### config.mk
export PLATFORM = sky130hd
export DESIGN_NAME = boot_rom
export DESIGN_NICKNAME = d
export VERILOG_FILES = /design/src/source/periph_pkg.sv /design/src/source/boot_rom.sv
export VERILOG_INCLUDE_DIRS = /design/src /design/src/source
export SDC_FILE = /design/constraint.sdc
export NUM_CORES = 1
export LEC_CHECK = 0
export ABC_AREA = 0
export ABC_CLOCK_PERIOD_IN_PS = 2100
export BUFFER_PORTS_ARGS = -buffer_cell sky130_fd_sc_hd__buf_2
export CAP_MARGIN = 30
export CORE_MARGIN = 5
export CORE_UTILIZATION = 45
export CTS_CLUSTER_DIAMETER = 40
export CTS_CLUSTER_SIZE = 25
export DETAILED_ROUTE_END_ITERATION = 12
export GPL_TIMING_DRIVEN = 1
export HOLD_SLACK_MARGIN = 0.06
export PLACE_DENSITY = 0.85
export SLEW_MARGIN = 10
export SYNTH_ARGS = -nofsm -noshare
export SYNTH_HDL_FRONTEND = slang
export SYNTH_SLANG_ARGS = --single-unit
### constraint.sdc
create_clock -name clk -period 2.1 [get_ports clk]
set_clock_uncertainty 0.05 [all_clocks]
set_input_delay 0.21 -clock clk [delete_from_list [all_inputs] [get_ports clk]]
set_output_delay 0.21 -clock clk [all_outputs]
set_load 0.01 [all_outputs]
### src/source/periph_consts.svh
`ifndef PERIPH_CONSTS_SVH
`define PERIPH_CONSTS_SVH

// Data RAM depth in 32-bit words
`define RAM_WORDS 256

// Boot ROM depth in 32-bit words
`define ROM_WORDS 64

// Clock cycles per serial bit
`define UART_DIV 8

// ROM word i = ROM_KEY + i * 0x01010101
`define ROM_KEY 32'hA5C3_1E70

// Step between neighbouring ROM words
`define ROM_STEP 32'h0101_0101

`endif

### src/source/periph_pkg.sv
package periph_pkg;

	// Device select codes seen on the master request
	typedef enum logic [2:0] {
		SEL_RAM       = 3'd0,
		SEL_ROM       = 3'd1,
		SEL_UART      = 3'd2,
		SEL_UART_STAT = 3'd3,
		SEL_SEG       = 3'd4,
		SEL_NONE      = 3'd7
	} dev_sel_e;

	typedef enum logic [0:0] {
		ST_IDLE = 1'b0,
		ST_WAIT = 1'b1
	} bus_state_e;

	typedef struct packed {
		dev_sel_e    sel;
		logic [31:0] addr;
		logic [31:0] wdata;
		logic        we;
		logic        stb;   // Held until ack
	} bus_req_t;

	typedef struct packed {
		logic [31:0] rdata;
		logic        ack;
	} bus_rsp_t;

	// Shared request to the device blocks, qualified by per-device strobes
	typedef struct packed {
		logic [7:0]  addr;
		logic [31:0] wdata;
		logic        we;
	} dev_req_t;

endpackage

### src/source/boot_rom.sv
`timescale 1ns/1ns
`include "periph_consts.svh"

module boot_rom (
	input  logic                 clk,
	input  logic                 rst_n_i,
	input  logic                 stb_i,
	input  periph_pkg::dev_req_t dev_i,
	output logic [31:0]          rdata_o,
	output logic                 ack_o
);

	localparam int AW = $clog2(`ROM_WORDS);

	logic [31:0] rom_tab [`ROM_WORDS];

	// Fixed contents from the key rule
	always_comb begin
		for (int i = 0; i < `ROM_WORDS; i++)
			rom_tab[i] = `ROM_KEY + 32'(i) * `ROM_STEP;
	end

	// Writes still load rdata but the bridge drops it
	always_ff @(posedge clk) begin
		if (stb_i)
			rdata_o <= rom_tab[dev_i.addr[AW-1:0]];
	end

	always_ff @(posedge clk) begin
		if (!rst_n_i)
			ack_o <= 1'b0;
		else
			ack_o <= stb_i;
	end

endmodule

### Word level (Yosys, flattened, before mapping)

Memories as Yosys holds them, arrays and structs flattened. A register that Yosys moved wholly into a read port is not among the register bits.
Index checks and enable logic that the tools add are counted.

| cells by class | value |
|---|---|
| bitwise logic cells | 1 |

Operators by type and width:

| operator | count |
|---|---|
| NOT 6 -> 7 bit | 1 |

| word-level totals | value |
|---|---|
| bits of input ports | 44 |
| logic and storage cells | 3 |
| register bits | 1 |
| memories kept | 1 |
| memory bits (read-only) | 2048 |

Memories:

| memory | words | bits a word | read ports | clocked after memory_dff | write ports | RTL line | text |
|---|---|---|---|---|---|---|---|
| (name not given) | 64 | 32 | 1 | 1 | 0 | boot_rom.sv:26 | `rdata_o <= rom_tab[dev_i.addr[AW-1:0]];` |

### Depth between registers and ports, before layout

| logic depth | value |
|---|---|
| depth after elaboration | 1 |
| gate-level depth with buffers | 6 |
| mapped depth without buffers | 5 |

### Worst setup path before layout

OpenSTA, ideal clock, no wires.

| path | value |
|---|---|
| kind | input to register |
| start point | in dev_i[35] (netlist bit) |
| end point | reg rdata_o[13] (data pin) |
| data required time | 1792 ps |
| buffers on the path | 1 |
| slack | 907 ps |
| stages | 6 |
| data arrival time | 885 ps |
| cell sequence | buf_4 -> inv_1 -> ha_1 -> nand2b_4 -> nor2_1 -> xnor2_1 |

| on the way | value |
|---|---|
| longest elaborated chain between the ends | 1 |

Ends and longest elaborated chain:

| element | RTL line | text |
|---|---|---|
| from (decl) | boot_rom.sv:8 | `input periph_pkg::dev_req_t dev_i,` |
| NOT 6 -> 7 bit (implied by the code) | boot_rom.sv:26 |  |
| to (decl) | boot_rom.sv:9 | `output logic [31:0] rdata_o,` |

No other way between the ends.
A chain may end at the register's enable or synchronous reset.

==> impl_metrics.yaml <==
status:
  status: "finished, final reports clean"
clock_network:
  cts_tree: "built"
  cts_setup_buffers: 0
  h-tree-depth: 2
  clockBufferDepth: 2
  clk_pin_slew_ns: 0.09
  cts_root_buffer: "clkbuf_4"
  clock-sinks: 29
  numCtsBuffers: 5
sta:
  final.setup.tns_ns: 0
  fmax_ghz: 0.887
  slew_viol_final: 0
  layout_min_cycle_time_ns: 1.13
  rsz0062_at_grt: "false"
  setup_viol: 0
  worstMarginPinSlew_ns: 0.606
  hold_viol: 0
  fin_crit_sh: 0.537
  relSlewSlack: 0.596
  whs_ns: 0.0949
drt:
  final_antenna_net_count: 0
  drc_errors: 0
  wl_met2_um: 1070
  drt_iter0_drc: 6
  firstDrtPassIters: 4
  dr.max_layer_used: "met4"
  drt-met1-wl_um: 739
  wirelength_um: 2060
  vias: 756
  viasPerCell: 4.85
  routedWlPerCell_um: 13.2
  route.met3.wl_um: 178
min_path:
  worstHoldPathType: "input port to flip-flop"
synthesis:
  yosys_warnings: 0
  synth_cell_types: 28
  ys_seq_area_frac: 0.663
  synth.cell_area_sq_um: 1300
  postSynthAreaPerCell_sq_um: 15.3
  ys_seq_elements: 29
  netlist_instances: 85
  syn_nets: 135
die:
  start_util: 0.471
  pin_count: 77
  die_area_sq_um: 4060
  die_h_um: 63.7
  core_area_sq_um: 2760
  row_count: 19
  die_x_um: 63.7
global_route:
  grt.overflow.total: 0
  grt_max_degree: 30
  grt_pass1_wl_um: 3520
  grt_pass1_vias: 749
  grt.total_usage: 0.117
  antenna_found_initial: 0
layout:
  final_nets: 174
  drive_above_1_share: 0.416
  fin_area_sq_um: 1530
  fin_cells: 156
  fill_cells: 245
  finalCoreUtilization: 0.553
  diodes: 0
  area_growth_pct: 17.4
setup_path:
  slowest_delay_ns: 0.39
  worstSetupPathType: "flip-flop to output port"
  crit_family: "flip-flops"
  cp.arrival_ns: 0.87
  crit_chain: "buf_2"
  crit_slowest_cell: "edfxtp_1"
  critical_path_buf_inv_count: 1
  endpoint_kind: "output port"
  worstSetupStartpointType: "flip-flop"
  crit_path_max_fanout: 2
  cp.required_ns: 1.84
run:
  max_cap_violations: 0
power:
  powerDensity_nw_per_um2: 771
  peakVddDrop_mv: 0.549
  leakagePower_nw: 0.667
place:
  placedCellCount: 147
  postPlaceCellArea_sq_um: 1470
  finalWeightedCongestion: 0.706
  io_buffer_count: 39
  dp_hpwl_um: 1560
final timing paths:
| check | start | endpoint | slack, ns | cells past startpoint |
|---|---|---|---|---|
| hold / removal | dev_i[33] | rdata_o[8]$_DFFE_PP_ | 0.09 | 1 |
| setup / recovery | rdata_o[23]$_SDFFCE_PN1P_ | rdata_o[22] | 0.97 | 1 |
power by group:
| part | switching [W] | internal (W) | leakage (nW) |
|---|---|---|---|
| Combinational | 0.0000997 | 0.0000696 | 0.354 |
| Clock | 0.000181 | 0.000121 | 0.0300 |
| Sequential | 0.0000119 | 0.000694 | 0.283 |
flip-flops by register name (all words and copies together), names as in the netlist:
signal / flops
rdata_o: 28
ack_o: 1
routing by layer:
layer	GRT usage	vias up
li1	-	366
met1	0.111	355
met2	0.193	28
met3	0.0622	7
met4	0.0779	0
met5	0	-
cell usage after synthesis, drive strengths merged:
master,instances,area (sq um)
xnor2,6,52.6
nand2,1,3.75
conb,2,7.51
inv,7,28.8
mux2i,3,30.0
dfxtp,1,20.0
ha,6,75.1
mux2,1,15.0
edfxtp,28,841
nor2b,1,6.26
xor2,2,17.5
nand3,1,5.00
nor3,2,15.0
o31a,1,8.76
nor2,3,11.3
nand4,1,21.3
buf,8,67.6
and2,1,6.26
a21oi,2,10.0
nand2b,3,26.3
or2,2,12.5
o211ai,1,7.51
o21ai,2,10.0
logic make-up (layout without fill, tap and decap cells):
group	Yosys count	count (layout)	synth area share
flip-flops	29	29	0.663
AND/OR/NAND/NOR	15	15	0.0828
buffers and inverters	15	55	0.0742
XOR/XNOR	8	8	0.0540
adder cells (fa/ha/maj)	6	6	0.0578
AO/OA/AOI/OAI	6	6	0.0279
multiplexers	4	4	0.0347
other	2	2	0.00578
stage by stage:
stage,setup slack [ns],total power (W)
floorplan,0.907,0.000824
global placement,0.756,0.000885
detailed placement,0.726,0.000893
CTS,0.936,0.00120
global route,0.897,0.00125
finish,0.973,0.00118
cell usage in the layout, fill, tap and decap left out:
cell	instances
xnor2_1	6
ha_1	6
o21ai_1	1
nor3_1	1
clkbuf_4	5
xor2_1	2
o211ai_1	1
a21oi_1	2
o21ai_0	1
and2_1	1
nand2_1	1
nor2b_1	1
nand3_1	1
inv_4	1
clkinv_1	2
o31a_1	1
dfxtp_1	1
inv_1	6
nor3_2	1
nand2b_1	2
conb_1	2
buf_2	39
or2_2	2
mux2i_1	3
clkinv_2	1
nand2b_4	1
edfxtp_1	28
dlygate4sd3_1	1
mux2_4	1
nor2_1	3
nand4_4	1
what timing repair did:
item	4_1_cts	5_1_grt
hold buffers	1	0
gates resized for setup	0	0
hold endpoints to repair	1	0
area by class of cell:
cell class / instances / area (sq um) / share of cell area
multi-input combinational: 41 / 342 / 0.224
clock buffer: 5 / 37.5 / 0.0246
clock inverter: 3 / 12.5 / 0.00820
sequential: 29 / 861 / 0.564
inverter: 7 / 28.8 / 0.0189
tap: 31 / 38.8 / 0.0254
timing repair buffer: 40 / 205 / 0.135
(Power assumes the default switching activity.)
