## src/source/periph_consts.svh

```systemverilog
`ifndef PERIPH_CONSTS_SVH
`define PERIPH_CONSTS_SVH

// Data RAM depth in 32-bit words
`define RAM_WORDS 256

// Boot ROM depth in 32-bit words
`define ROM_WORDS 64

// Clock cycles per serial bit
`define UART_DIV 8

// ROM word i = ROM_KEY + i * 0x01010101
`define ROM_KEY 32'hA5C3_1E70

// Step between neighbouring ROM words
`define ROM_STEP 32'h0101_0101

`endif

```

## src/source/periph_pkg.sv

```systemverilog
package periph_pkg;

	// Device select codes seen on the master request
	typedef enum logic [2:0] {
		SEL_RAM       = 3'd0,
		SEL_ROM       = 3'd1,
		SEL_UART      = 3'd2,
		SEL_UART_STAT = 3'd3,
		SEL_SEG       = 3'd4,
		SEL_NONE      = 3'd7
	} dev_sel_e;

	typedef enum logic [0:0] {
		ST_IDLE = 1'b0,
		ST_WAIT = 1'b1
	} bus_state_e;

	typedef struct packed {
		dev_sel_e    sel;
		logic [31:0] addr;
		logic [31:0] wdata;
		logic        we;
		logic        stb;   // Held until ack
	} bus_req_t;

	typedef struct packed {
		logic [31:0] rdata;
		logic        ack;
	} bus_rsp_t;

	// Shared request to the device blocks, qualified by per-device strobes
	typedef struct packed {
		logic [7:0]  addr;
		logic [31:0] wdata;
		logic        we;
	} dev_req_t;

endpackage

```

## src/source/uart_tx.sv

```systemverilog
`timescale 1ns/1ns
`include "periph_consts.svh"

module uart_tx (
	input  logic                 clk,
	input  logic                 rst_n_i,
	input  logic                 stb_i,
	input  periph_pkg::dev_req_t dev_i,
	output logic                 ack_o,
	output logic                 busy_o,
	output logic                 tx_o
);

	localparam int DW = $clog2(`UART_DIV);

	logic          pend_q;     // Write waiting for the current frame to end
	logic          accept;
	logic          bit_end;
	logic [8:0]    frame_q;    // Data bits then stop bit
	logic [3:0]    bit_cnt_q;
	logic [DW-1:0] div_cnt_q;

	assign accept  = (pend_q || (stb_i && dev_i.we)) && !busy_o;
	assign bit_end = div_cnt_q == DW'(`UART_DIV - 1);

	always_ff @(posedge clk) begin
		if (!rst_n_i) begin
			pend_q    <= 1'b0;
			ack_o     <= 1'b0;
			busy_o    <= 1'b0;
			tx_o      <= 1'b1;   // Line idles high
			bit_cnt_q <= '0;
			div_cnt_q <= '0;
		end else begin
			pend_q <= (pend_q || (stb_i && dev_i.we)) && busy_o;
			ack_o  <= accept;
			if (accept) begin
				frame_q   <= {1'b1, dev_i.wdata[7:0]};
				busy_o    <= 1'b1;
				tx_o      <= 1'b0;   // Start bit
				bit_cnt_q <= '0;
				div_cnt_q <= '0;
			end else if (busy_o) begin
				div_cnt_q <= bit_end ? '0 : div_cnt_q + 1'b1;
				if (bit_end) begin
					if (bit_cnt_q == 4'd9) begin
						busy_o <= 1'b0;
						tx_o   <= 1'b1;
					end else begin
						tx_o      <= frame_q[0];   // LSB first
						frame_q   <= {1'b1, frame_q[8:1]};
						bit_cnt_q <= bit_cnt_q + 1'b1;
					end
				end
			end
		end
	end

	a_idle_high: assert property (@(posedge clk) disable iff (!rst_n_i)
		!busy_o |-> tx_o);

endmodule

```

## config.mk

```make
export PLATFORM = sky130hd
export DESIGN_NAME = uart_tx
export DESIGN_NICKNAME = d
export VERILOG_FILES = /design/src/source/periph_pkg.sv /design/src/source/uart_tx.sv
export VERILOG_INCLUDE_DIRS = /design/src /design/src/source
export SDC_FILE = /design/constraint.sdc
export NUM_CORES = 1
export LEC_CHECK = 0
export ABC_AREA = 1
export ABC_CLOCK_PERIOD_IN_PS = 2200
export BUFFER_PORTS_ARGS = -buffer_cell sky130_fd_sc_hd__buf_2
export CAP_MARGIN = 20
export CORE_MARGIN = 3
export CORE_UTILIZATION = 43
export CTS_BUF_LIST = sky130_fd_sc_hd__clkbuf_16
export DETAILED_ROUTE_END_ITERATION = 10
export PLACE_DENSITY = 0.89
export SLEW_MARGIN = 20
export SYNTH_ARGS = -nofsm -noshare
export SYNTH_HDL_FRONTEND = slang
export SYNTH_SLANG_ARGS = --single-unit
export TNS_END_PERCENT = 20
```

## constraint.sdc

```tcl
create_clock -name clk -period 2.2 [get_ports clk]
set_input_delay 0.11 -clock clk [delete_from_list [all_inputs] [get_ports clk]]
set_output_delay 0.11 -clock clk [all_outputs]
set_load 0.05 [all_outputs]
```

Yosys cells after proc, flatten, opt, wreduce, memory -nomap -nowiden
Index checks and enable logic that the tools add are counted.
Operators by class
  magnitude comparators: 0
  multiplexer cells: 13
  divide/modulo/power cells: 0
  bitwise operators: 2
  multiply operators: 0
  reduce and logical (&&, ||, !) cells: 11
  shift operators: 0
  $add $sub $neg: 2
  eq/ne operators: 3
Operators with widths (number)
  $mux W9: 3
  $mux W1: 8
  $mux W8: 1
  $add A4 B1 Y4 const B: 1
  $eq A4 B4 Y1 const B: 1
  $reduce_and A4 Y1: 1
  $reduce_bool A2 Y1: 2
  $add A3 B1 Y3 const B: 1
  $eq A3 B3 Y1 const B: 1
  $logic_and A1 B1 Y1: 3
  $mux W3: 1
  $reduce_and A3 Y1: 1
  $ne A2 B2 Y1 const B: 1
  $not A1 Y1: 2
  $reduce_and A2 Y1: 1
  $reduce_or A2 Y1: 1
  $logic_not A1 Y1: 1
  $logic_or A1 B1 Y1: 1
Word-level totals
  bits in latches: 0
  ROM bits: 0
  register bits: 20
  memories: 0
  RAM bits: 0

Depth between registers and ports, before layout
  depth in word-level cells: 5
  mapped depth: 7
  depth with buffers taken out: 7

Least setup slack after synthesis
OpenSTA, ideal clock, no wires.
  kind: register to register
  from: register busy_o
  to: register frame_q[0], enable pin
  stages on the path, launching flop included: 5
  setup slack: 0.260 ns
  arrival: 1.565 ns
  data required time: 1.825 ns
  setup time: 0.375 ns
  clock period less this slack: 1.940 ns
  cell sequence: dfxtp_1 > nand2_1 > inv_1 > o21ai_2 > a21oi_1
On the way
  cells in the longest elaborated chain, start to end: 4
  elaborated cells between the ends (all ways): 6
RTL lines
  start, declared: RTL line uart_tx.sv:10  | output logic busy_o,
  start signal, assigned: RTL line uart_tx.sv:30  | busy_o <= 1'b0;
  start signal, assigned: RTL line uart_tx.sv:39  | busy_o <= 1'b1;
  start signal, assigned: RTL line uart_tx.sv:47  | busy_o <= 1'b0;
  $logic_not A1 Y1: RTL line uart_tx.sv:23  | assign accept = (pend_q || (stb_i && dev_i.we)) && !busy_o;
  $logic_and A1 B1 Y1: RTL line uart_tx.sv:23
  $ne A2 B2 Y1 (no line) or $reduce_bool A2 Y1 (tied branches)
  $reduce_and A4 Y1 (no line) (*)
  end signal, assigned: RTL line uart_tx.sv:38  | frame_q <= {1'b1, dev_i.wdata[7:0]};
  end signal, assigned: RTL line uart_tx.sv:51  | frame_q <= {1'b1, frame_q[8:1]};
  end, declared: RTL line uart_tx.sv:19  | logic [8:0] frame_q;
Mark *: on every way between the ends. The rest lies on a longest branch, timed or not.
A chain may end at the register's enable or synchronous reset.

Worst setup path in the final report
  from: register div_cnt_q[0]
  to: register frame_q[4], enable pin
On the way
  cells in the longest elaborated chain, start to end: 3
RTL lines
  start, declared: RTL line uart_tx.sv:21  | logic [DW-1:0] div_cnt_q;
  start signal, assigned: RTL line uart_tx.sv:44  | div_cnt_q <= bit_end ? '0 : div_cnt_q + 1'b1;
  $eq A3 B3 Y1: RTL line uart_tx.sv:24  | assign bit_end = div_cnt_q == DW'(`UART_DIV - 1);
  $reduce_bool A2 Y1 (no line)
  $reduce_and A4 Y1 (no line)
No other way between the ends.

==> results.toml <==
[synth]
syn-num-nets = 148
synth_edf_count = 8
async_reset_ff_frac = 0
ys_seq_area_frac = 0.5349
syn_area_um2 = 860.8
synthCells = 100
yosys_most_used_dff = "dfxtp_1"
ys_seq_elements = 19
synth_top_area_share = 0.2791
yosysWarnings = 0
ys_types = 20
yosysTopAreaCell = "edfxtp_1"
syn_area_per_cell_um2 = 8.608
synth.area.top_cells = "edfxtp_1 (28%), dfxtp_1 (26%), nand2_1 (17%), ha_1 (5.8%), a21oi_1 (4.1%)"

[sta]
finClkSkew_ns = 0.001915
rsz0062_at_grt = "no"
period_minus_slack_ns = 1.708
final_max_slew_viol_count = 0
slew_headroom = 0.8071
report.final.setup_viol = 0
tns_ns = 0
postLayoutSetupSlackWorst_ns = 0.4920
finalHoldViolCount = 0
tightest_slew_ns = 0.2889
maxClockFrequency_mhz = 585.5
min_period_over_period = 0.7764

[setup_path]
critPathMaxStageDelay_ns = 0.35
crit_type = "reg -> reg"
endpoint_kind = "register"
crit_family = "flip-flops"
crit_buf_inv = 2
crit_chain = "ha_1 -> ha_1 -> nand2_1 -> inv_1 -> o21ai_2 -> a21oi_1 -> buf_4"
worstPathArrival_ns = 1.67
timing.rr.start = "div_cnt_q[0]"
path_max_fanout = 8
slowest_stage = "dfxtp_1"
required_ns = 2.16
startpoint_type = "register"
critical_path.startpoint = "div_cnt_q[0]"
crit_path_frequent_cell = "ha_1"

[place]
dp_hpwl_um = 1232
pre_cts_ws_ns = 0.5197
io_buffers = 14
place_congestion = 0.7405
dp_cells = 139
placed_cell_area_um2 = 962.2

[detailed_routing]
dr.pass1.iters = 4
routed_wl_um = 1849
num_vias = 733
vias_per_cell = 5.126
wl_per_cell_um = 12.93
antenna_left = 0
drc = 0
drtIter0Drc = 8

[clock_network]
hold_buffers = 0
h-tree-depth = 1
cts_buffer_depth = 2
cts_made_buffers = 3
clk_pin_slew_ns = 0.05
post_cts_buffers = 0
insertion_delay_ns = 0.25
clock_sinks = 19
root_buffer = "clkbuf_16"
tritoncts = "built"
cts_resized = 0

[layout]
stdcell_area_um2 = 1042
num_antenna_cells = 0
drive_above_1_share = 0.2373
final_cell_mix = "nand2_1 (39), buf_2 (14), dfxtp_1 (11)"
final_common_cell = "nand2_1"
nets = 167
area_growth_pct = 21.08
finalNonFillerCells = 143

[floorplanning]
ios = 47
die_h_um = 50.74
die_width_um = 50.74
num_rows = 15
core_area_um2 = 1802
die-area_um2 = 2575
start_util = 0.4778

[power_and_ir_drop]
leakagePower_nw = 0.4827
powerDensity_nw_per_um2 = 801.9
vdd_drop_max_mv = 0.5149
power_mw = 0.8358

[status]
status = "finished clean"

[hold_path]
hold_start = "rst_n_i"
hold_path.class = "in -> reg"

[global_routing]
grt_max_degree = 14
grt_first_pass_wirelength_um = 2987
grt_pass1_vias = 655
antenna_found_initial = 0
gr-total-overflow = 0
track_usage = 0.1659

[flow_run]
max_cap_viol_count = 0
[logic make-up (layout without fill, tap and decap cells)]
| kind of cell | Yosys count | after routing | synth area share |
|---|---|---|---|
| adders and majority gates | 4 | 4 | 0.05814 |
| buffers and inverters | 11 | 29 | 0.05232 |
| xor gates and xnor gates | 1 | 1 | 0.01018 |
| AOI/OAI and AO/OA | 10 | 10 | 0.06977 |
| DFF | 19 | 19 | 0.5349 |
| and+or+nand+nor | 55 | 55 | 0.2747 |
[cells in the mapped netlist, drive strengths merged (2+ instances only)]
| master | instances |
|---|---|
| edfxtp | 8 |
| ha | 4 |
| nand2 | 42 |
| dfxtp | 11 |
| nand3 | 2 |
| inv | 10 |
| nand4 | 2 |
| nor3 | 2 |
| a21oi | 8 |
| nor2 | 6 |
[routing by layer]
| layer | track usage | vias to the layer above | wire length, um |
|---|---|---|---|
| li1 | - | 357 | - |
| met1 | 0.1869 | 347 | 749 |
| met2 | 0.2783 | 22 | 965 |
| met3 | 0.03858 | 7 | 64 |
| met4 | 0.1076 | 0 | 69 |
| met5 | 0 | - | 0 |
[metrics by stage]
stage	util	hold slack, ns
2_1_floorplan	-	0.1972
4_1_cts	0.5785	0.1080
3_5_place_dp	0.5340	0.3502
5_1_grt	0.5785	0.1246
6_report	0.5785	0.1053
3_3_place_gp	0.5340	0.3409
[where the power goes]
| group | total, mW | internal [mW] | leakage, nW | switching (mW) |
|---|---|---|---|---|
| Clock | 0.378 | 0.244 | 0.0409 | 0.134 |
| Sequential | 0.386 | 0.381 | 0.162 | 0.00568 |
| Combinational | 0.0716 | 0.0224 | 0.280 | 0.0492 |
| Total | 0.836 | 0.647 | 0.483 | 0.189 |
[path summary, 6_finish.rpt]
path	cells after the start	end	slack, ns
worst max register to register	7	frame_q[4]	0.49
worst min-delay path	2	tx_o	0.11
worst min register to register	2	div_cnt_q[2]	0.48
worst max-delay path	7	frame_q[4]	0.49
[flip-flops by register name (all words and copies together), names as in the netlist]
| signal | cells |
|---|---|
| frame_q | 8 |
| bit_cnt_q | 4 |
| div_cnt_q | 3 |
| ack_o | 1 |
| busy_o | 1 |
| pend_q | 1 |
| tx_o | 1 |
[cell type report]
type / instances / area (um^2)
fill: 150 / 759.5
sequential: 19 / 460.4
multi-input combinational: 70 / 355.3
timing repair buffer: 15 / 77.57
clock buffer: 3 / 75.07
inverter: 10 / 37.54
tap: 25 / 31.28
clock inverter: 1 / 5.005
[worst register-to-register path: cells and delay by family, from the launching register on]
kind	cells	cell delay (ns)
buffers and inverters	2	0.34
adder cells (fa/ha/maj)	2	0.34
AND/OR/NAND/NOR	1	0.14
flip-flops	1	0.35
AO/OA/AOI/OAI	2	0.25
No activity file was read; power rests on OpenSTA's default activity.
