[config.mk]
export PLATFORM = sky130hd
export DESIGN_NAME = segdisp_regs
export DESIGN_NICKNAME = d
export VERILOG_FILES = /design/src/source/periph_consts.svh /design/src/source/periph_pkg.sv /design/src/source/segdisp_regs.sv
export SDC_FILE = /design/constraint.sdc
export NUM_CORES = 1
export LEC_CHECK = 0
export BUFFER_PORTS_ARGS = -buffer_cell sky130_fd_sc_hd__clkbuf_2
export CAP_MARGIN = 20
export CORE_MARGIN = 1
export CORE_UTILIZATION = 45
export DETAILED_ROUTE_END_ITERATION = 8
export MAX_ROUTING_LAYER = met4
export PLACE_DENSITY = 0.8
export SLEW_MARGIN = 20
export SYNTH_ARGS = -nofsm -noshare
export SYNTH_HDL_FRONTEND = slang
export SYNTH_SLANG_ARGS = --single-unit
[constraint.sdc]
create_clock -name clk -period 2.8 [get_ports clk]
set_input_delay 0.56 -clock clk [delete_from_list [all_inputs] [get_ports clk]]
set_output_delay 0.56 -clock clk [all_outputs]
set_load 0.03 [all_outputs]
[src/source/periph_consts.svh]
`ifndef PERIPH_CONSTS_SVH
`define PERIPH_CONSTS_SVH

// Data RAM depth in 32-bit words
`define RAM_WORDS 256

// Boot ROM depth in 32-bit words
`define ROM_WORDS 64

// Clock cycles per serial bit
`define UART_DIV 8

// ROM word i = ROM_KEY + i * 0x01010101
`define ROM_KEY 32'hA5C3_1E70

// Step between neighbouring ROM words
`define ROM_STEP 32'h0101_0101

`endif

[src/source/periph_pkg.sv]
package periph_pkg;

	// Device select codes seen on the master request
	typedef enum logic [2:0] {
		SEL_RAM       = 3'd0,
		SEL_ROM       = 3'd1,
		SEL_UART      = 3'd2,
		SEL_UART_STAT = 3'd3,
		SEL_SEG       = 3'd4,
		SEL_NONE      = 3'd7
	} dev_sel_e;

	typedef enum logic [0:0] {
		ST_IDLE = 1'b0,
		ST_WAIT = 1'b1
	} bus_state_e;

	typedef struct packed {
		dev_sel_e    sel;
		logic [31:0] addr;
		logic [31:0] wdata;
		logic        we;
		logic        stb;   // Held until ack
	} bus_req_t;

	typedef struct packed {
		logic [31:0] rdata;
		logic        ack;
	} bus_rsp_t;

	// Shared request to the device blocks, qualified by per-device strobes
	typedef struct packed {
		logic [7:0]  addr;
		logic [31:0] wdata;
		logic        we;
	} dev_req_t;

endpackage

[src/source/segdisp_regs.sv]
`timescale 1ns/1ns

module segdisp_regs (
	input  logic                 clk,
	input  logic                 rst_n_i,
	input  logic                 stb_i,
	input  periph_pkg::dev_req_t dev_i,
	output logic [31:0]          rdata_o,
	output logic                 ack_o,
	output logic [6:0]           seg1_o,
	output logic [6:0]           seg0_o
);

	logic [7:0] byte_q;

	// Segments a..g on bits 6..0, active high
	function automatic logic [6:0] hex_seg(input logic [3:0] nib);
		case (nib)
			4'h0: hex_seg = 7'h7E;
			4'h1: hex_seg = 7'h30;
			4'h2: hex_seg = 7'h6D;
			4'h3: hex_seg = 7'h79;
			4'h4: hex_seg = 7'h33;
			4'h5: hex_seg = 7'h5B;
			4'h6: hex_seg = 7'h5F;
			4'h7: hex_seg = 7'h70;
			4'h8: hex_seg = 7'h7F;
			4'h9: hex_seg = 7'h7B;
			4'hA: hex_seg = 7'h77;
			4'hB: hex_seg = 7'h1F;
			4'hC: hex_seg = 7'h4E;
			4'hD: hex_seg = 7'h3D;
			4'hE: hex_seg = 7'h4F;
			default: hex_seg = 7'h47;
		endcase
	endfunction

	always_ff @(posedge clk) begin
		if (!rst_n_i) begin
			byte_q <= 8'h00;   // Shows 00 after reset
			ack_o  <= 1'b0;
		end else begin
			ack_o <= stb_i;
			if (stb_i && dev_i.we)
				byte_q <= dev_i.wdata[7:0];
		end
	end

	always_ff @(posedge clk) begin
		if (stb_i && !dev_i.we)
			rdata_o <= {24'd0, byte_q};
	end

	assign seg1_o = hex_seg(byte_q[7:4]);
	assign seg0_o = hex_seg(byte_q[3:0]);

endmodule

== Yosys cells after proc, flatten, opt, wreduce, memory -nomap -nowiden ==
Memories as Yosys holds them, arrays and structs flattened. A register that Yosys moved wholly into a read port is not among the register bits.
Cells that the tools add are included.
Cells by class
  add/subtract/negate cells: 0
  $mul: 0
  divide/modulo/power cells: 0
  magnitude comparators: 0
  eq/ne operators: 0
  shift-type cells: 0
  mux-type cells: 4
  bitwise operators: 0
  reduce and logical (&&, ||, !) cells: 3
Operator list (count)
  4-bit two-way mux: 4
  1-bit logical AND: 2
  1-bit logical NOT: 1
Word-level totals
  bits in registers: 17
  latch bits: 0
  RAM bits: 0
  bits in read-only memories: 224
  output and inout port bits: 47
  memories: 2
Memories
  (no name shown): depth 16, bits a word 7, read ports 1, clocked after Yosys merged registers in 1, wr ports 0, RTL line segdisp_regs.sv:18  | case (nib)
  (no name shown): depth 16, bits a word 7, read ports 1, clocked after Yosys merged registers in 1, wr ports 0, RTL line segdisp_regs.sv:18

== Longest topological paths before layout ==
Gate-level depths: netlist (run 1).
  word-level depth: 3
  gate-level depth with buffers: 8

== Worst setup path before layout (run 1) ==
No wires, ideal clock.
  kind: input to register
  start: input port rst_n_i
  end: register, netlist name seg0_o[3]
  setup time: 0.123 ns
  data arrival time: 2.078 ns
  data required time: 2.677 ns
  path slack: 0.599 ns
  cell stages on the path: 8
  buffers on the path: 2
  cells stage by stage: buf_4 buf_6 nand2_1 o21ai_0 inv_1 ha_1 mux2i_1 mux2_1
On the way
  word-level cells in the longest chain between the ends: 1
RTL lines
  start: declaration: RTL line segdisp_regs.sv:5  | input logic rst_n_i,
  4-bit two-way mux (no line)
No other way between the ends.
A chain may end at the register's enable or synchronous reset.

== Worst setup path after layout (run 1) ==
  start: input port rst_n_i
  end: register, netlist name seg0_o[3]
On the way
  word-level cells in the longest chain between the ends: 1
RTL lines
  4-bit two-way mux (no line)
No other way between the ends.

==> impl_metrics.csv, run 1 <==
group,metric,value,unit
status,outcome,"complete, no violations",
sta,hold_viol_final,0,
clocking,cts_resized,0,
clocking,tritoncts,"built",
place,gp_congestion,0.832,
grt,grt_pass1_vias,984,
synthesis,synth_top_family_by_area,"buffers and inverters",
sta,grt_setup_unrepaired,"no",
floorplanning,dieArea,4120,µm²
finish,nets,248,
setup_path,cp_data_arrival_time,2.12,ns
finish,final_common_cell,"clkbuf_2",
power_and_ir_drop,peakVddDrop,0.202,mV
synthesis,syn_inst,156,
synthesis,syn_area,1740,µm²
route,viasPerCell,4.65,
sta,finalCritPeriodShare,69.9,%
setup_path,critical_path_class,"in2reg",
sta,worst_slew_pin_slew,0.657,ns
synthesis,syn_area_per_cell,11.2,µm²
route,drc_errors,0,
sta,min_period,1.96,ns
synthesis,synth_compound_area_share,11.9,%
clocking,cts_buffers,5,
setup_path,required,2.96,ns
synthesis,synth_cell_types,32,
sta,setup-tns-final,0,ns
route,ant_nets,0,
route,drt_pass1_iterations,4,
clocking,cts_sinks,31,
clocking,cts_buffer_depth,2,
route,dr.first_iter.drc_count,62,
sta,slew_viol_final,0,
floorplanning,num_rows,22,
sta,worst_slack,0.841,ns
sta,setup_viol,0,
sta,finClkSkew,0.00486,ns
place,port_buffers,34,
worst_hold_path,min_path_type,"reg2reg",
clocking,clk_latency,0.28,ns
route,vias,1107,
floorplanning,io-pin-count,91,
grt,grt_overflow,0,
route,wl_per_cell,11.8,µm
clocking,htree_levels,2,
route,drt-total-wl,2.80,mm
grt,grt_usage,15.5,%
floorplanning,core_area,3690,µm²
synthesis,synth-seq-area-share,40.3,%
setup_path,worstPathMaxFanout,19,
finish,area_growth,8.20,%
synthesis,ys_warn_count,0,
power_and_ir_drop,leakagePower,0.836,nW
floorplanning,chipWidth,64.2,µm
finish,drive_gt1_share,29.5,%
clocking,hold_buffers,0,
place,dp_hpwl,2.11,mm
clocking,ctsRootBufferMaster,"clkbuf_8",
synthesis,synth_xor_area_share,1.01,%
synthesis,yosys.area_share.simple,10.6,%
clocking,post_cts_buffers,0,
floorplanning,fp.dieH,64.2,µm
sta,clock.fmax,511,MHz
synthesis,synth_fa_ha_area_share,10.1,%
setup_path,critPathLaunchType,"input port",
floorplanning,initial_core_util,47.2,%
power_and_ir_drop,power.density,546,nW/µm²
place,dpl_worst_slack,0.548,ns
grt,grt_max_degree,20,
synthesis,synth_mux_area_share,8.41,%
finish,most-common-layout-cells,"34 x clkbuf_2, 24 x conb_1, 23 x dfxtp_1",
clocking,clkTransAtPathRegs,0.06,ns
synthesis,synth-seq-cells,31,
grt,grt_pass1_wl,4.69,mm
setup_path,endpoint_kind,"flop",
flow_run,max_cap_viol_count,0,
grt,grt_antenna_before_repair,0,
finish,diodes,0,
sta,max_slew_margin,56.2,%
[cells by family (layout without fill, tap and decap cells)]
logic type      count (synthesis)  in the layout
compound gates                 24             24
xor+xnor                        2              2
other cells                     1             24
simple gates                   28             28
fa+ha+maj                      14             14
mux                            14             14
flops                          31             31
buf+inv                        42             53
[where the power goes]
part | switching [mW] | internal (mW)
clock network | 0.151 | 0.165
logic | 0.153 | 0.0602
registers | 0.00987 | 0.489
[sequential cells by signal, indices dropped and copies added (netlist names)]
signal	count
seg1_o	7
rdata_o	8
byte_q	8
ack_o	1
seg0_o	7
[through the flow]
step	instances	utilization (%)	instance area, µm²	total power, mW	hold slack, ns
after floorplan	179	-	1830	0.710	0.408
after global placement	231	48.9	1810	0.716	0.416
after detailed placement	231	48.9	1810	0.721	0.419
after CTS	238	51.1	1880	1.04	0.433
after global routing	238	51.1	1880	1.09	0.445
final	238	51.1	1880	1.03	0.434
[synthesized netlist by cell type, drive strengths merged]
cell     number  area share [%]
and3b         2             1.0
nand3b        2            0.86
a2bb2oi       2             1.0
a22oi         6             2.6
and2          2            0.86
o21ai         6             2.2
a21oi         2            0.58
mux2          2             1.5
edfxtp        8              14
inv          10             2.2
or3           2            0.72
nand4         4             1.4
conb          1            0.22
xnor2         2             1.0
a31oi         2             2.4
and4          4             2.3
dfxtp        23              26
a31o          4             2.0
o211ai        2             1.2
nand2         7             1.9
mux2i        12             6.9
nor2          2            0.43
buf          32              15
nor2b         3             1.1
ha           14              10
[critical path: stages]
cell	delay, ns
clkbuf_2	0.34
nand2_1	0.11
o21ai_0	0.15
buf_4	0.16
inv_1	0.09
ha_1	0.31
mux2i_1	0.07
mux2_1	0.32
[worst paths after layout]
check,start,to,slack (ns),cells after the start
setup / recovery,rst_n_i,seg0_o[3],0.84,8
hold / removal,byte_q[2],rdata_o[2],0.43,0
setup reg to reg,byte_q[1],seg0_o[3],1.19,7
hold reg to reg,byte_q[2],rdata_o[2],0.43,0
[layer usage]
layer	global-route usage (%)	vias to the layer above	routed length, µm
met2	23.0	48	1340
met5	-	-	0
met3	4.46	9	184
li1	-	556	-
met1	18.7	494	1200
met4	8.89	0	73
[cell type report]
cell class,count,area [µm²]
clock buffers,5,68.8
clock inverters,2,8.76
fillers,353,1810
inverters,10,37.5
multi-input cells,106,822
flip-flops and latches,31,701
well taps,48,60.1
repair buffers,36,185
No activity file was read; power rests on OpenSTA's default activity.
==> run 2: changes to the inputs <==
ABC_AREA = 1   (was not set)
clock period = 1.9 ns   (was 2.8 ns; I/O delays follow)
==> run 2 against run 1 <==
Against the previous run:
- combinational power up 100%
- wire length up 8.6%
- clock-buffer cell count up 1
- non-clock buffer count up 5
- sequential power up 51%
- largest power group unchanged
- synthesized area up 0.93%
- critical endpoint is now seg0_o[2]
- power up 80%
- final area up 8.5%
==> impl_metrics.csv, run 2 <==
group,metric,value,unit
status,outcome,"complete, no violations",
worst_hold_path,whs_path_depth,3,
clocking,tritoncts,"built",
clocking,post_cts_buffers,0,
clocking,cts_sinks,31,
synthesis,syn_inst,208,
power_and_ir_drop,p_sw,0.579,mW
grt,grt_pass1_vias,1189,
synthesis,ys_warn_count,0,
finish,stdcell_count,301,
floorplanning,fp.dieH,64.5,µm
grt,grt_antenna_before_repair,0,
finish,most-common-layout-cells,"61 x nand2_1, 34 x clkbuf_2, 24 x conb_1",
setup_path,critical_path_class,"in2reg",
power_and_ir_drop,power,1.86,mW
floorplanning,io-pin-count,91,
grt,grt_pass1_wl,5.07,mm
grt,grt_overflow,0,
setup_path,cp_data_arrival_time,1.74,ns
synthesis,synth-seq-area-share,39.9,%
sta,finClkSkew,0.00567,ns
worst_hold_path,min_to,"byte_q[4]",
floorplanning,core_area,3720,µm²
floorplanning,dieArea,4160,µm²
power_and_ir_drop,power.density,908,nW/µm²
sta,setup-tns-final,0,ns
clocking,clkTransAtPathRegs,0.06,ns
setup_path,reg2reg_slack,0.45,ns
grt,grt_usage,16.7,%
synthesis,synth-edff-count,8,
route,drt_pass1_iterations,4,
setup_path,worstPathMaxFanout,9,
synthesis,synthTopCellsByArea,"dfxtp_1 26%, edfxtp_1 14%, nand2_1 13%, buf_4 11%, ha_1 10%",
clocking,hold_buffers,0,
route,vias,1340,
finish,top_regs,"byte_q x8, rdata_o x8",
worst_hold_path,min_path_type,"in2reg",
floorplanning,num_rows,22,
grt,use_met2,26.2,%
finish,stdcell_area,2040,µm²
route,wl_per_cell,10.1,µm
synthesis,synth_top_flop_cell,"dfxtp_1",
clocking,cts_buffers,5,
place,port_buffers,34,
finish,fin_util,55.0,%
power_and_ir_drop,p_clk_share,36.2,%
setup_path,r2r-start,"byte_q[4]",
finish,nets,310,
setup_path,endpoint_kind,"flop",
setup_path,required,2.08,ns
synthesis,syn_area,1760,µm²
route,dr.first_iter.drc_count,56,
power_and_ir_drop,p_int,1.28,mW
sta,clock.fmax,643,MHz
route,drc_errors,0,
synthesis,async_reset_ff_share,0,%
route,viasPerCell,4.45,
place,dpl-instance-area,1930,µm²
clocking,cts_buffer_depth,2,
floorplanning,initial_core_util,47.3,%
clocking,ctsRootBufferMaster,"clkbuf_8",
power_and_ir_drop,peakVddDrop,0.468,mV
place,gp_congestion,0.854,
power_and_ir_drop,p_comb_share,23.1,%
synthesis,yosys.area.top_type,"dfxtp_1",
finish,final_common_cell,"nand2_1",
grt,met3_usage,4.40,%
sta,grt_setup_unrepaired,"no",
clocking,cts_resized,0,
floorplanning,chipWidth,64.5,µm
setup_path,critPathLaunchType,"input port",
grt,grt_max_degree,11,
sta,worst_slack,0.346,ns
power_and_ir_drop,leakagePower,1.07,nW
power_and_ir_drop,power_frac_seq,40.7,%
place,placed_cells,293,
sta,min_period,1.55,ns
finish,area_growth,16.3,%
clocking,clk_latency,0.29,ns
setup_path,cp-startpoint,"dev_i[0]",
synthesis,synth-seq-cells,31,
synthesis,synth.top_cell.area_share,26.2,%
sta,hold_viol_final,0,
setup_path,reg2reg_depth,9,
synthesis,yosys-top-cells-count,"61 x nand2_1, 25 x buf_4, 23 x dfxtp_1",
synthesis,syn_area_per_cell,8.45,µm²
finish,drive_gt1_share,29.2,%
route,ant_nets,0,
worst_hold_path,hold_path_startpoint,"dev_i[5]",
sta,setup_viol,0,
place,dp_hpwl,2.17,mm
power_and_ir_drop,switching_share,31.2,%
sta,hold_ws,0.340,ns
sta,slew_viol_final,0,
finish,diodes,0,
flow_run,max_cap_viol_count,0,
synthesis,synth_most_common_cell,"nand2_1",
grt,busiest_layer,"met2",
setup_path,reg2reg_to,"seg1_o[2]",
grt,met1_usage,18.8,%
synthesis,synth_cell_types,18,
place,dpl_worst_slack,0.0791,ns
sta,finalCritPeriodShare,81.8,%
route,drt-total-wl,3.04,mm
clocking,htree_levels,2,
[run 2: layout make-up]
cell class | instances | area, µm²
clock inverter | 2 | 35.0
inverter | 20 | 75.1
tap | 48 | 60.1
sequential | 31 | 701
multi-input combinational | 153 | 855
clock buffer | 6 | 82.6
fill | 348 | 1670
timing repair buffer | 41 | 235
[run 2: kinds of logic after synthesis]
| family | after synthesis | synth area share [%] |
|---|---|---|
| AOI/OAI and AO/OA | 2 | 0.570 |
| adders and majority gates | 14 | 9.97 |
| buffers and inverters | 47 | 16.4 |
| DFF | 31 | 39.9 |
| other | 1 | 0.213 |
| and+or+nand+nor | 113 | 33.0 |
[run 2: how the worst max path moves through the flow]
stage                end  cells after the start
2_1_floorplan  seg0_o[3]                     11
3_3_place_gp   seg1_o[3]                     12
3_5_place_dp   seg1_o[5]                     11
4_1_cts        seg0_o[2]                     11
5_1_grt        seg1_o[3]                     12
6_report       seg0_o[2]                     11
[run 2: critical path, stage by stage]
cell      delay, ns
clkbuf_2       0.12
nand2_2        0.11
buf_12         0.17
nand2_2        0.06
nand2_2        0.06
nor2_2         0.22
inv_1          0.14
ha_1           0.19
nand3b_1       0.15
nand3_1        0.09
nand2_1        0.05
[run 2: layer usage]
layer / vias up / share of wire [%]
li1: 679 / -
met1: 595 / 44
met2: 57 / 46
met3: 9 / 6.2
met4: 0 / 3.2
met5: - / 0
[run 2: power by group through the flow]
stage	logic (mW)	registers (mW)	clock network, mW
floorplan	0.264	0.867	0
global placement	0.419	0.767	0
detailed placement	0.426	0.770	0
CTS	0.430	0.756	0.689
global route	0.469	0.760	0.720
finish	0.429	0.755	0.671
