==> src/source/periph_consts.svh <==
`ifndef PERIPH_CONSTS_SVH
`define PERIPH_CONSTS_SVH

// Data RAM depth in 32-bit words
`define RAM_WORDS 256

// Boot ROM depth in 32-bit words
`define ROM_WORDS 64

// Clock cycles per serial bit
`define UART_DIV 8

// ROM word i = ROM_KEY + i * 0x01010101
`define ROM_KEY 32'hA5C3_1E70

// Step between neighbouring ROM words
`define ROM_STEP 32'h0101_0101

`endif

==> src/source/periph_pkg.sv <==
package periph_pkg;

	// Device select codes seen on the master request
	typedef enum logic [2:0] {
		SEL_RAM       = 3'd0,
		SEL_ROM       = 3'd1,
		SEL_UART      = 3'd2,
		SEL_UART_STAT = 3'd3,
		SEL_SEG       = 3'd4,
		SEL_NONE      = 3'd7
	} dev_sel_e;

	typedef enum logic [0:0] {
		ST_IDLE = 1'b0,
		ST_WAIT = 1'b1
	} bus_state_e;

	typedef struct packed {
		dev_sel_e    sel;
		logic [31:0] addr;
		logic [31:0] wdata;
		logic        we;
		logic        stb;   // Held until ack
	} bus_req_t;

	typedef struct packed {
		logic [31:0] rdata;
		logic        ack;
	} bus_rsp_t;

	// Shared request to the device blocks, qualified by per-device strobes
	typedef struct packed {
		logic [7:0]  addr;
		logic [31:0] wdata;
		logic        we;
	} dev_req_t;

endpackage

==> src/source/periph_bus.sv <==
`timescale 1ns/1ns

module periph_bus (
	input  logic                clk,
	input  logic                rst_n_i,
	input  periph_pkg::bus_req_t req_i,
	output periph_pkg::bus_rsp_t rsp_o,
	output periph_pkg::dev_req_t dev_o,
	output logic                ram_stb_o,
	output logic                rom_stb_o,
	output logic                uart_stb_o,
	output logic                seg_stb_o,
	input  logic [31:0]         ram_rdata_i,
	input  logic [31:0]         rom_rdata_i,
	input  logic [31:0]         seg_rdata_i,
	input  logic                ram_ack_i,
	input  logic                rom_ack_i,
	input  logic                uart_ack_i,
	input  logic                seg_ack_i,
	input  logic                uart_busy_i
);

	periph_pkg::bus_req_t   req_q;
	periph_pkg::bus_state_e state_q;
	logic                   done_q;     // Response already returned for this request
	logic                   loc_stb_q;  // Status and unmapped accesses
	logic                   loc_ack_q;
	logic                   ack_mux;
	logic [31:0]            rdata_mux;

	always_ff @(posedge clk) begin
		req_q <= req_i;
		if (!rst_n_i)
			req_q.stb <= 1'b0;
	end

	assign dev_o.addr  = req_q.addr[7:0];
	assign dev_o.wdata = req_q.wdata;
	assign dev_o.we    = req_q.we;

	// One strobe per request, issued only from idle
	always_ff @(posedge clk) begin
		ram_stb_o  <= 1'b0;
		rom_stb_o  <= 1'b0;
		uart_stb_o <= 1'b0;
		seg_stb_o  <= 1'b0;
		loc_stb_q  <= 1'b0;
		if (rst_n_i && state_q == periph_pkg::ST_IDLE && req_q.stb) begin
			case (req_q.sel)
				periph_pkg::SEL_RAM:  ram_stb_o <= 1'b1;
				periph_pkg::SEL_ROM:  rom_stb_o <= 1'b1;
				periph_pkg::SEL_SEG:  seg_stb_o <= 1'b1;
				periph_pkg::SEL_UART: begin
					uart_stb_o <= req_q.we;
					loc_stb_q  <= ~req_q.we;   // UART read acts as status read
				end
				default:              loc_stb_q <= 1'b1;
			endcase
		end
	end

	always_ff @(posedge clk) begin
		if (!rst_n_i)
			loc_ack_q <= 1'b0;
		else
			loc_ack_q <= loc_stb_q;
	end

	always_comb begin
		ack_mux   = loc_ack_q;
		rdata_mux = 32'd0;
		case (req_q.sel)
			periph_pkg::SEL_RAM: begin
				ack_mux   = ram_ack_i;
				rdata_mux = ram_rdata_i;
			end
			periph_pkg::SEL_ROM: begin
				ack_mux   = rom_ack_i;
				rdata_mux = rom_rdata_i;
			end
			periph_pkg::SEL_SEG: begin
				ack_mux   = seg_ack_i;
				rdata_mux = seg_rdata_i;
			end
			periph_pkg::SEL_UART: begin
				ack_mux   = req_q.we ? uart_ack_i : loc_ack_q;
				rdata_mux = req_q.we ? 32'd0 : {31'd0, uart_busy_i};
			end
			periph_pkg::SEL_UART_STAT: rdata_mux = {31'd0, uart_busy_i};
			default: ;
		endcase
	end

	always_ff @(posedge clk) begin
		rsp_o.ack <= 1'b0;
		if (!rst_n_i) begin
			state_q <= periph_pkg::ST_IDLE;
			done_q  <= 1'b0;
		end else if (state_q == periph_pkg::ST_IDLE) begin
			done_q <= 1'b0;
			if (req_q.stb)
				state_q <= periph_pkg::ST_WAIT;
		end else begin
			if (!done_q && ack_mux) begin
				rsp_o.ack   <= 1'b1;
				rsp_o.rdata <= rdata_mux;
				done_q      <= 1'b1;
			end
			if (done_q && !req_q.stb)   // Master released the request
				state_q <= periph_pkg::ST_IDLE;
		end
	end

	a_one_stb: assert property (@(posedge clk) disable iff (!rst_n_i)
		$onehot0({ram_stb_o, rom_stb_o, uart_stb_o, seg_stb_o, loc_stb_q}));

	a_ack_pulse: assert property (@(posedge clk) disable iff (!rst_n_i)
		rsp_o.ack |=> !rsp_o.ack);

endmodule

==> config.mk <==
export PLATFORM = sky130hd
export DESIGN_NAME = periph_bus
export DESIGN_NICKNAME = d
export VERILOG_FILES = /design/src/source/periph_consts.svh /design/src/source/periph_pkg.sv /design/src/source/periph_bus.sv
export SDC_FILE = /design/constraint.sdc
export NUM_CORES = 1
export LEC_CHECK = 0
export ABC_AREA = 1
export BUFFER_PORTS_ARGS = -buffer_cell sky130_fd_sc_hd__buf_2
export CAP_MARGIN = 20
export CORE_AREA = 2 2 97 99
export CTS_CLUSTER_SIZE = 24
export DETAILED_ROUTE_END_ITERATION = 6
export DIE_AREA = 0 0 99 101
export HOLD_SLACK_MARGIN = 0.06
export PLACE_DENSITY = 0.75
export RECOVER_POWER = 25
export SLEW_MARGIN = 20
export SYNTH_ARGS = -nofsm -noshare
export SYNTH_HDL_FRONTEND = slang
export SYNTH_SLANG_ARGS = --single-unit
==> constraint.sdc <==
create_clock -name clk -period 2.7 [get_ports clk]
set_clock_uncertainty 0.2 [all_clocks]
set_input_delay 0.135 -clock clk [delete_from_list [all_inputs] [get_ports clk]]
set_output_delay 0.135 -clock clk [all_outputs]
set_load 0.05 [all_outputs]
### Yosys cells after proc, flatten, opt, wreduce, memory -nomap -nowiden

Cells that the tools add are included.

* bits in registers: 86
* input port bits: 172
* output and inout port bits: 78
* logic and storage cells: 44

* eq/ne operators: 4
* mux-type cells: 12
* bitwise logic cells: 2
* reduce and logical (&&, ||, !) cells: 11

Operators by type and width (number)
* $pmux 32 s5: 1
* $mux 1: 9
* $eq 3x2->1 const B: 2
* $logic_and 1x1->1: 4
* $pmux 1 s4: 1
* $reduce_and 2->1: 2
* $eq 3x1->1 const B: 1
* $eq 3x3->1 const B: 1
* $logic_not 3->1: 1
* $reduce_and 3->1: 1
* $reduce_or 3->1: 1
* $logic_not 1->1: 2
* $not 1->1: 2
* $pmux 1 s2: 1

### Logic depth before layout (Yosys ltp)

Gate-level depths: netlist of run 1.

* word-level depth: 4
* depth in mapped cells: 8

### Least setup slack after synthesis of run 1

No wires, ideal clock.

* path type: reg2reg
* from: register req_q[66] in the netlist's numbering
* to: register rsp_o[10] in the netlist's numbering (enable)
* setup time: 0.387 ns
* arrival time: 1.511 ns
* data required time: 2.113 ns
* slack: 0.603 ns
* stages on the path, launching flop included: 7
* period minus slack after synthesis: 2.097 ns
* path through: dfxtp_1 -> buf_4 -> o21ai_1 -> nand2_1 -> a21oi_1 -> o21ai_1 -> inv_1

* word-level cells in the longest chain between the ends: 4

RTL lines
* start, declared: line periph_bus.sv:23 `periph_pkg::bus_req_t req_q;`
* start signal, assigned: line periph_bus.sv:32 `req_q <= req_i;`
* $eq 3x2->1, or another cell as far along: line periph_bus.sv:72 `case (req_q.sel)`
* $pmux 1 s4 *: line periph_bus.sv:72
* $logic_and 1x1->1 *: line periph_bus.sv:104 `if (!done_q && ack_mux) begin`
* $reduce_and 3->1 (no line) *
* end, declared: line periph_bus.sv:7 `output periph_pkg::bus_rsp_t rsp_o,`

Every way passes the cells marked *; elsewhere a longest branch is shown, timed or not.
A chain may end at the register's enable or synchronous reset.

### Worst setup path in the final report of run 1

* from: register req_q[66] in the netlist's numbering
* to: register done_q

* word-level cells in the longest chain between the ends: 3

RTL lines
* $eq 3x2->1, or another cell as far along: line periph_bus.sv:72
* $pmux 1 s4 *: line periph_bus.sv:72
* $logic_and 1x1->1 *: line periph_bus.sv:104
* end signal, assigned: line periph_bus.sv:98 `done_q <= 1'b0;`
* end signal, assigned: line periph_bus.sv:100 `done_q <= 1'b0;`
* end signal, assigned: line periph_bus.sv:107 `done_q <= 1'b1;`
* end, declared: line periph_bus.sv:25 `logic done_q;`

Marks and branches as above.

==> metrics.md, run 1 <==
| Metric | Value |
|---|---|
| Max-cap violations | 0 |
| DP Worst Slack | 0.792 ns |
| Die X | 99 microns |
| Reg2Reg Depth | 9 |
| DR vias/cell | 4.48 |
| Fmax | 410 MHz |
| Largest net degree at the start of global routing | 33 |
| CTS tree | yes |
| Count of input and output buffers | 225 |
| Setup ws final | 0.260 ns |
| Post-layout util | 0.603 |
| Total power | 2.83 mW |
| Status | complete, no violations |
| Dominant cells by area after synthesis | dfxtp_1, edfxtp_1, nand2_1 |
| Antenna Cells | 0 |
| WL final | 9.97 mm |
| Syn_area_per_cell | 10.1 sq um |
| NumNets Final | 788 |
| Post-route cell area | 5410 sq um |
| Initial DRC Count | 80 |
| Worst hold path type | input port to flip-flop |
| Asr flop ratio synth | 0 |
| Die height | 101 microns |
| Syn Nets | 486 |
| Post-Place Cell Area | 4080 sq um |
| Max-slew violation count | 0 |
| Synth Register Bits | 86 |
| YS warnings | 0 |
| Core area | 8980 sq um |
| Post-synth top area share | 0.340 |
| Clock-pin transition on the worst setup and hold timing paths | 0.09 ns |
| Tmin final | 2.44 ns |
| GPL Wtd Cong | 0.832 |
| Leak pwr | 2.69 nW |
| Clock buffer depth | 2 |
| Setup bufs post-CTS | 0 |
| Layout Cells excl Fill | 732 |
| Vias in the first global route | 3366 |
| Leading area contributor after synthesis | dfxtp_1 |
| Num rows | 35 |
| Hold path cells | 2 |
| Clock Latency Late Sink | 0.34 ns |
| Worst hold slack | 0.211 ns |
| Critical path origin | req_q[66] |
| Detailed placement HPWL | 6.15 mm |
| Crit Path Max Fanout | 8 |
| Maximum VDD drop | 0.000291 V |
| Setup crit end kind | flip-flop |
| Ys flop type | dfxtp_1 |
| Global-route wire length before repair | 15.3 mm |
| Netlist cell types | 17 |
| Startpoint Class | flip-flop |
| Min-delay src | req_i[2] |
| Post-route antenna net violation count | 0 |
| Area Overhead vs Synth | 70.0% |
| Count leader, synth | nand2_1 |
| Slew HR | 0.581 |
| Setup TNS | 0 ns |
| Tightest Pin Transition | 0.628 ns |
| GRT Total Usage | 0.196 |
| First-pass detailed-route iteration total | 4 |
| RSZ-0062 raised after global routing | no |
| Synth top cells by count | nand2_1, dfxtp_1, buf_4 |
| Req. time, crit path | 2.74 ns |
| Crit Path Class | flip-flop to flip-flop |
| Final period util | 0.904 |
| Ports | 250 |
| Root Driver | clkbuf_8 |
| R2R Path Start | req_q[66] |
| Fill cells | 733 |
| Mapped cell area | 3180 sq um |
| Syn Inst Count | 314 |
| Die area | 10000 sq um |
| Initial core utilization | 0.355 |
| Total grt overflow | 0 |
| Initial antenna violation count | 0 |
| Residual DRC | 0 |
| Final Hold Fails | 0 |
| Avg WL per Cell | 13.6 microns |
| Seq/Total Area, Yosys | 0.642 |
| Arr. time, crit path | 2.48 ns |
| Final setup fails | 0 |
| PwrDens | 523 nW/um^2 |
| CTS Buf Count | 9 |
| Clock sinks | 86 |
| Share of layout cells above drive strength 1 | 0.404 |
| EDFF count, synth | 32 |
| Inst Count DP | 602 |
| Htree depth | 3 |
| Via count | 3281 |
power by group:
group,internal (mW),switching [mW]
clock network,0.436,0.468
logic,0.243,0.271
registers,1.39,0.0174
total,2.07,0.756
cell type report:
class	count	area (sq um)	share of cell area
flip-flops and latches	86	2040	0.377
inverters	11	41.3	0.00763
clock inverters	6	67.6	0.0125
clock buffers	10	128	0.0236
multi-input cells	166	706	0.130
repair buffers	342	2290	0.423
well taps	111	139	0.0257
critical path: stages (launching register included):
cell and delay (ns):
dfxtp_2 0.44, inv_2 0.06, nand2_1 0.06, nor2_1 0.05, nand2_1 0.07, nand3_1 0.06, dlygate4sd3_1 0.56, o21ai_1 0.17
dlygate4sd3_1 0.60, nand2_1 0.05
final timing paths:
path / to / slack, ns
worst max-delay path: done_q / 0.26
worst min-delay path: dev_o[1] / 0.21
worst max register to register: done_q / 0.26
worst min register to register: loc_ack_q / 0.22
registers in the layout (all words and copies together) (netlist names):
name and cells:
ram_stb_o 1, req_q 4, dev_o 41, loc_stb_q 1, rom_stb_o 1, loc_ack_q 1, uart_stb_o 1, rsp_o 33
done_q 1, state_q 1, seg_stb_o 1
routing by layer:
metal  GRT usage  vias to the layer above  share of wire
met3      0.0638                       15          0.076
met4      0.0738                        0          0.015
met5           0                        -              0
li1            -                     1569              -
met2       0.365                      165           0.54
met1       0.204                     1532           0.37
cell usage in the layout (no fill, tap or decap):
master         instances
o21ai_1                2
inv_1                  7
nor2_2                 1
clkinv_4               1
clkbuf_1               2
nand3b_1               1
clkbuf_8               9
bufinv_16              1
dfxtp_1               53
nor2_4                 2
clkinv_2               1
or2_2                  1
nor3_1                 2
a21oi_1                2
nand3_1               37
buf_4                  3
buf_2                224
dfxtp_2                1
nor2_1                 4
inv_6                  2
nand2_1              113
o2111ai_1              1
edfxtp_1              32
inv_4                  1
dlygate4sd3_1        114
inv_2                  4
repair_timing:
action,in CTS,in global routing
resized for setup,0,1
hold buffers,114,0
endpoints found under the hold margin,86,0
setup endpoints to repair,0,2
cell families (layout without fill, tap and decap cells):
kind of cell | count (synthesis) | in the layout | synth area share
compound gates | 5 | 5 | 0.00904
simple gates | 161 | 161 | 0.213
buf+inv | 62 | 369 | 0.137
flops | 86 | 86 | 0.642
Note: power is estimated with default switching activity, not from simulation.
==> run 2, diff against run 1 <==
--- a/config.mk
+++ b/config.mk
@@ -6,10 +6,10 @@
 export NUM_CORES = 1
 export LEC_CHECK = 0
 export ABC_AREA = 1
-export BUFFER_PORTS_ARGS = -buffer_cell sky130_fd_sc_hd__buf_2
+export BUFFER_PORTS_ARGS = -buffer_cell sky130_fd_sc_hd__buf_4
 export CAP_MARGIN = 20
 export CORE_AREA = 2 2 97 99
-export CTS_CLUSTER_SIZE = 24
+export CTS_CLUSTER_SIZE = 40
 export DETAILED_ROUTE_END_ITERATION = 6
 export DIE_AREA = 0 0 99 101
 export HOLD_SLACK_MARGIN = 0.06
==> run 2 against run 1 <==
Against the previous run:
- core utilization grew 6.1 points
- total power grew 1.8%
- die area is the same
- cell area grew 10%
- worst hold slack gained 0.015 ns
- clock power shrank 4.1%
- maximum frequency grew 0.84%
- worst setup slack gained 0.020 ns
- final cell count shrank 0.14%
- combinational power grew 16%
- sequential share of layout area shrank 3.5 points
- register-to-register slack gained 0.02 ns
- critical endpoint is now rsp_o[2]
==> metrics.md, run 2 (synthesis gave the netlist of run 1 again) <==
| Metric | Value |
|---|---|
| Status | complete, no violations |
| Die X | 99 microns |
| Setup crit end kind | flip-flop |
| Tightest Pin Transition | 0.599 ns |
| Sw Pwr | 792 uW |
| Arr. time, crit path | 2.44 ns |
| Startpoint Class | flip-flop |
| WL final | 10.8 mm |
| Initial antenna violation count | 0 |
| GR peak layer | met2 |
| Reg2Reg Depth | 7 |
| DR vias/cell | 4.50 |
| Clock-pin transition on the worst setup and hold timing paths | 0.09 ns |
| Final period util | 0.896 |
| RSZ-0062 raised after global routing | no |
| Leak pwr | 2.85 nW |
| Grt met2 use | 0.424 |
| Num rows | 35 |
| GRT Total Usage | 0.213 |
| Largest register FFs | 41 |
| Crit Path Max Fanout | 18 |
| Crit Path Class | flip-flop to flip-flop |
| Root Driver | clkbuf_8 |
| Avg WL per Cell | 14.7 microns |
| Post-layout util | 0.664 |
| Fmax | 413 MHz |
| Core area | 8980 sq um |
| Hold path cells | 2 |
| Fill cells | 683 |
| Worst hold slack | 0.226 ns |
| Max-cap violations | 0 |
| Hold buffers post-CTS | 113 |
| Layout Cells excl Fill | 731 |
| CTS tree | yes |
| Clock buffer depth | 2 |
| Residual DRC | 0 |
| Global routing usage on met1 | 0.204 |
| Setup ws final | 0.280 ns |
| Ports | 250 |
| Most frequent cells in the layout | buf_4, nand2_1, dlygate4sd3_1 |
| Initial core utilization | 0.355 |
| Detailed placement HPWL | 6.47 mm |
| Inst Count DP | 601 |
| Vias in the first global route | 3441 |
| Maximum VDD drop | 0.000269 V |
| Final setup fails | 0 |
| NumNets Final | 786 |
| Req. time, crit path | 2.72 ns |
| Slew HR | 0.600 |
| Initial DRC Count | 84 |
| Clk pwr share | 0.301 |
| Sequential Power Share | 0.491 |
| Multi-input logic area | 706 sq um |
| First-pass detailed-route iteration total | 4 |
| Die area | 10000 sq um |
| Setup TNS | 0 ns |
| Sw Share | 0.275 |
| GPL Wtd Cong | 0.858 |
| Combinational share of power | 0.208 |
| Final Hold Fails | 0 |
| GR Layer Usage met3 | 0.0666 |
| CTS Buf Count | 9 |
| DP Worst Slack | 0.574 ns |
| Post-cts sizing count | 0 |
| Die height | 101 microns |
| Clock Latency Late Sink | 0.35 ns |
| Area Overhead vs Synth | 87.2% |
| Internal | 2.09 mW |
| Share of layout cells above drive strength 1 | 0.402 |
| PwrDens | 483 nW/um^2 |
| Setup bufs post-CTS | 0 |
| Count of input and output buffers | 225 |
| Worst hold path type | flip-flop to flip-flop |
| Largest net degree at the start of global routing | 33 |
| Clock sinks | 86 |
| Most common cell after layout, fill and taps aside | buf_4 |
| Tmin final | 2.42 ns |
| Post-route antenna net violation count | 0 |
| Global-route wire length before repair | 16.5 mm |
| Max-slew violation count | 0 |
| Htree depth | 3 |
| Total grt overflow | 0 |
| Register area | 2040 sq um |
| Via count | 3292 |
-- run 2: worst max-delay path, cell delays in order (launching register included) --
cell,delay [ns]
dfxtp_1,0.40
nor2_4,0.17
inv_2,0.06
nor2_4,0.39
buf_4,0.31
nand2_1,0.09
nand3_1,0.10
dlygate4sd3_1,0.56
-- run 2: routing by layer --
layer	routed length (microns)	vias up
met5	0	-
met4	247	0
met3	702	21
met2	6070	159
met1	3750	1547
li1	-	1565
-- run 2: area by class of cell --
cell class,count,area share
Antenna cell,1,0.000420
Sequential cell,86,0.343
Multi-Input combinational cell,166,0.118
Timing Repair Buffer,340,0.477
Clock inverter,6,0.00840
Clock buffer,10,0.0231
Inverter,11,0.00693
Tap cell,111,0.0233
-- run 2: per-stage QoR --
| step | instance area [sq um] | total power [mW] |
|---|---|---|
| floorplan | 3180 | 1.70 |
| global placement | 4640 | 1.89 |
| detailed placement | 4640 | 1.90 |
| CTS | 5960 | 2.90 |
| global route | 5960 | 3.00 |
| finish | 5960 | 2.88 |
-- run 2: power by group through the flow --
stage,logic [mW],clock network (mW),registers [mW]
detailed placement,0.454,0,1.44
CTS,0.594,0.891,1.41
floorplan,0.234,0,1.47
finish,0.598,0.867,1.41
global placement,0.447,0,1.44
global route,0.634,0.943,1.42
-- run 2: final timing paths --
kind | slack (ns) | start | end
worst max register to register | 0.28 | req_q[67] | rsp_o[2]
worst min register to register | 0.23 | loc_stb_q | loc_ack_q
worst max-delay path | 0.28 | req_q[67] | rsp_o[2]
worst min-delay path | 0.23 | loc_stb_q | loc_ack_q
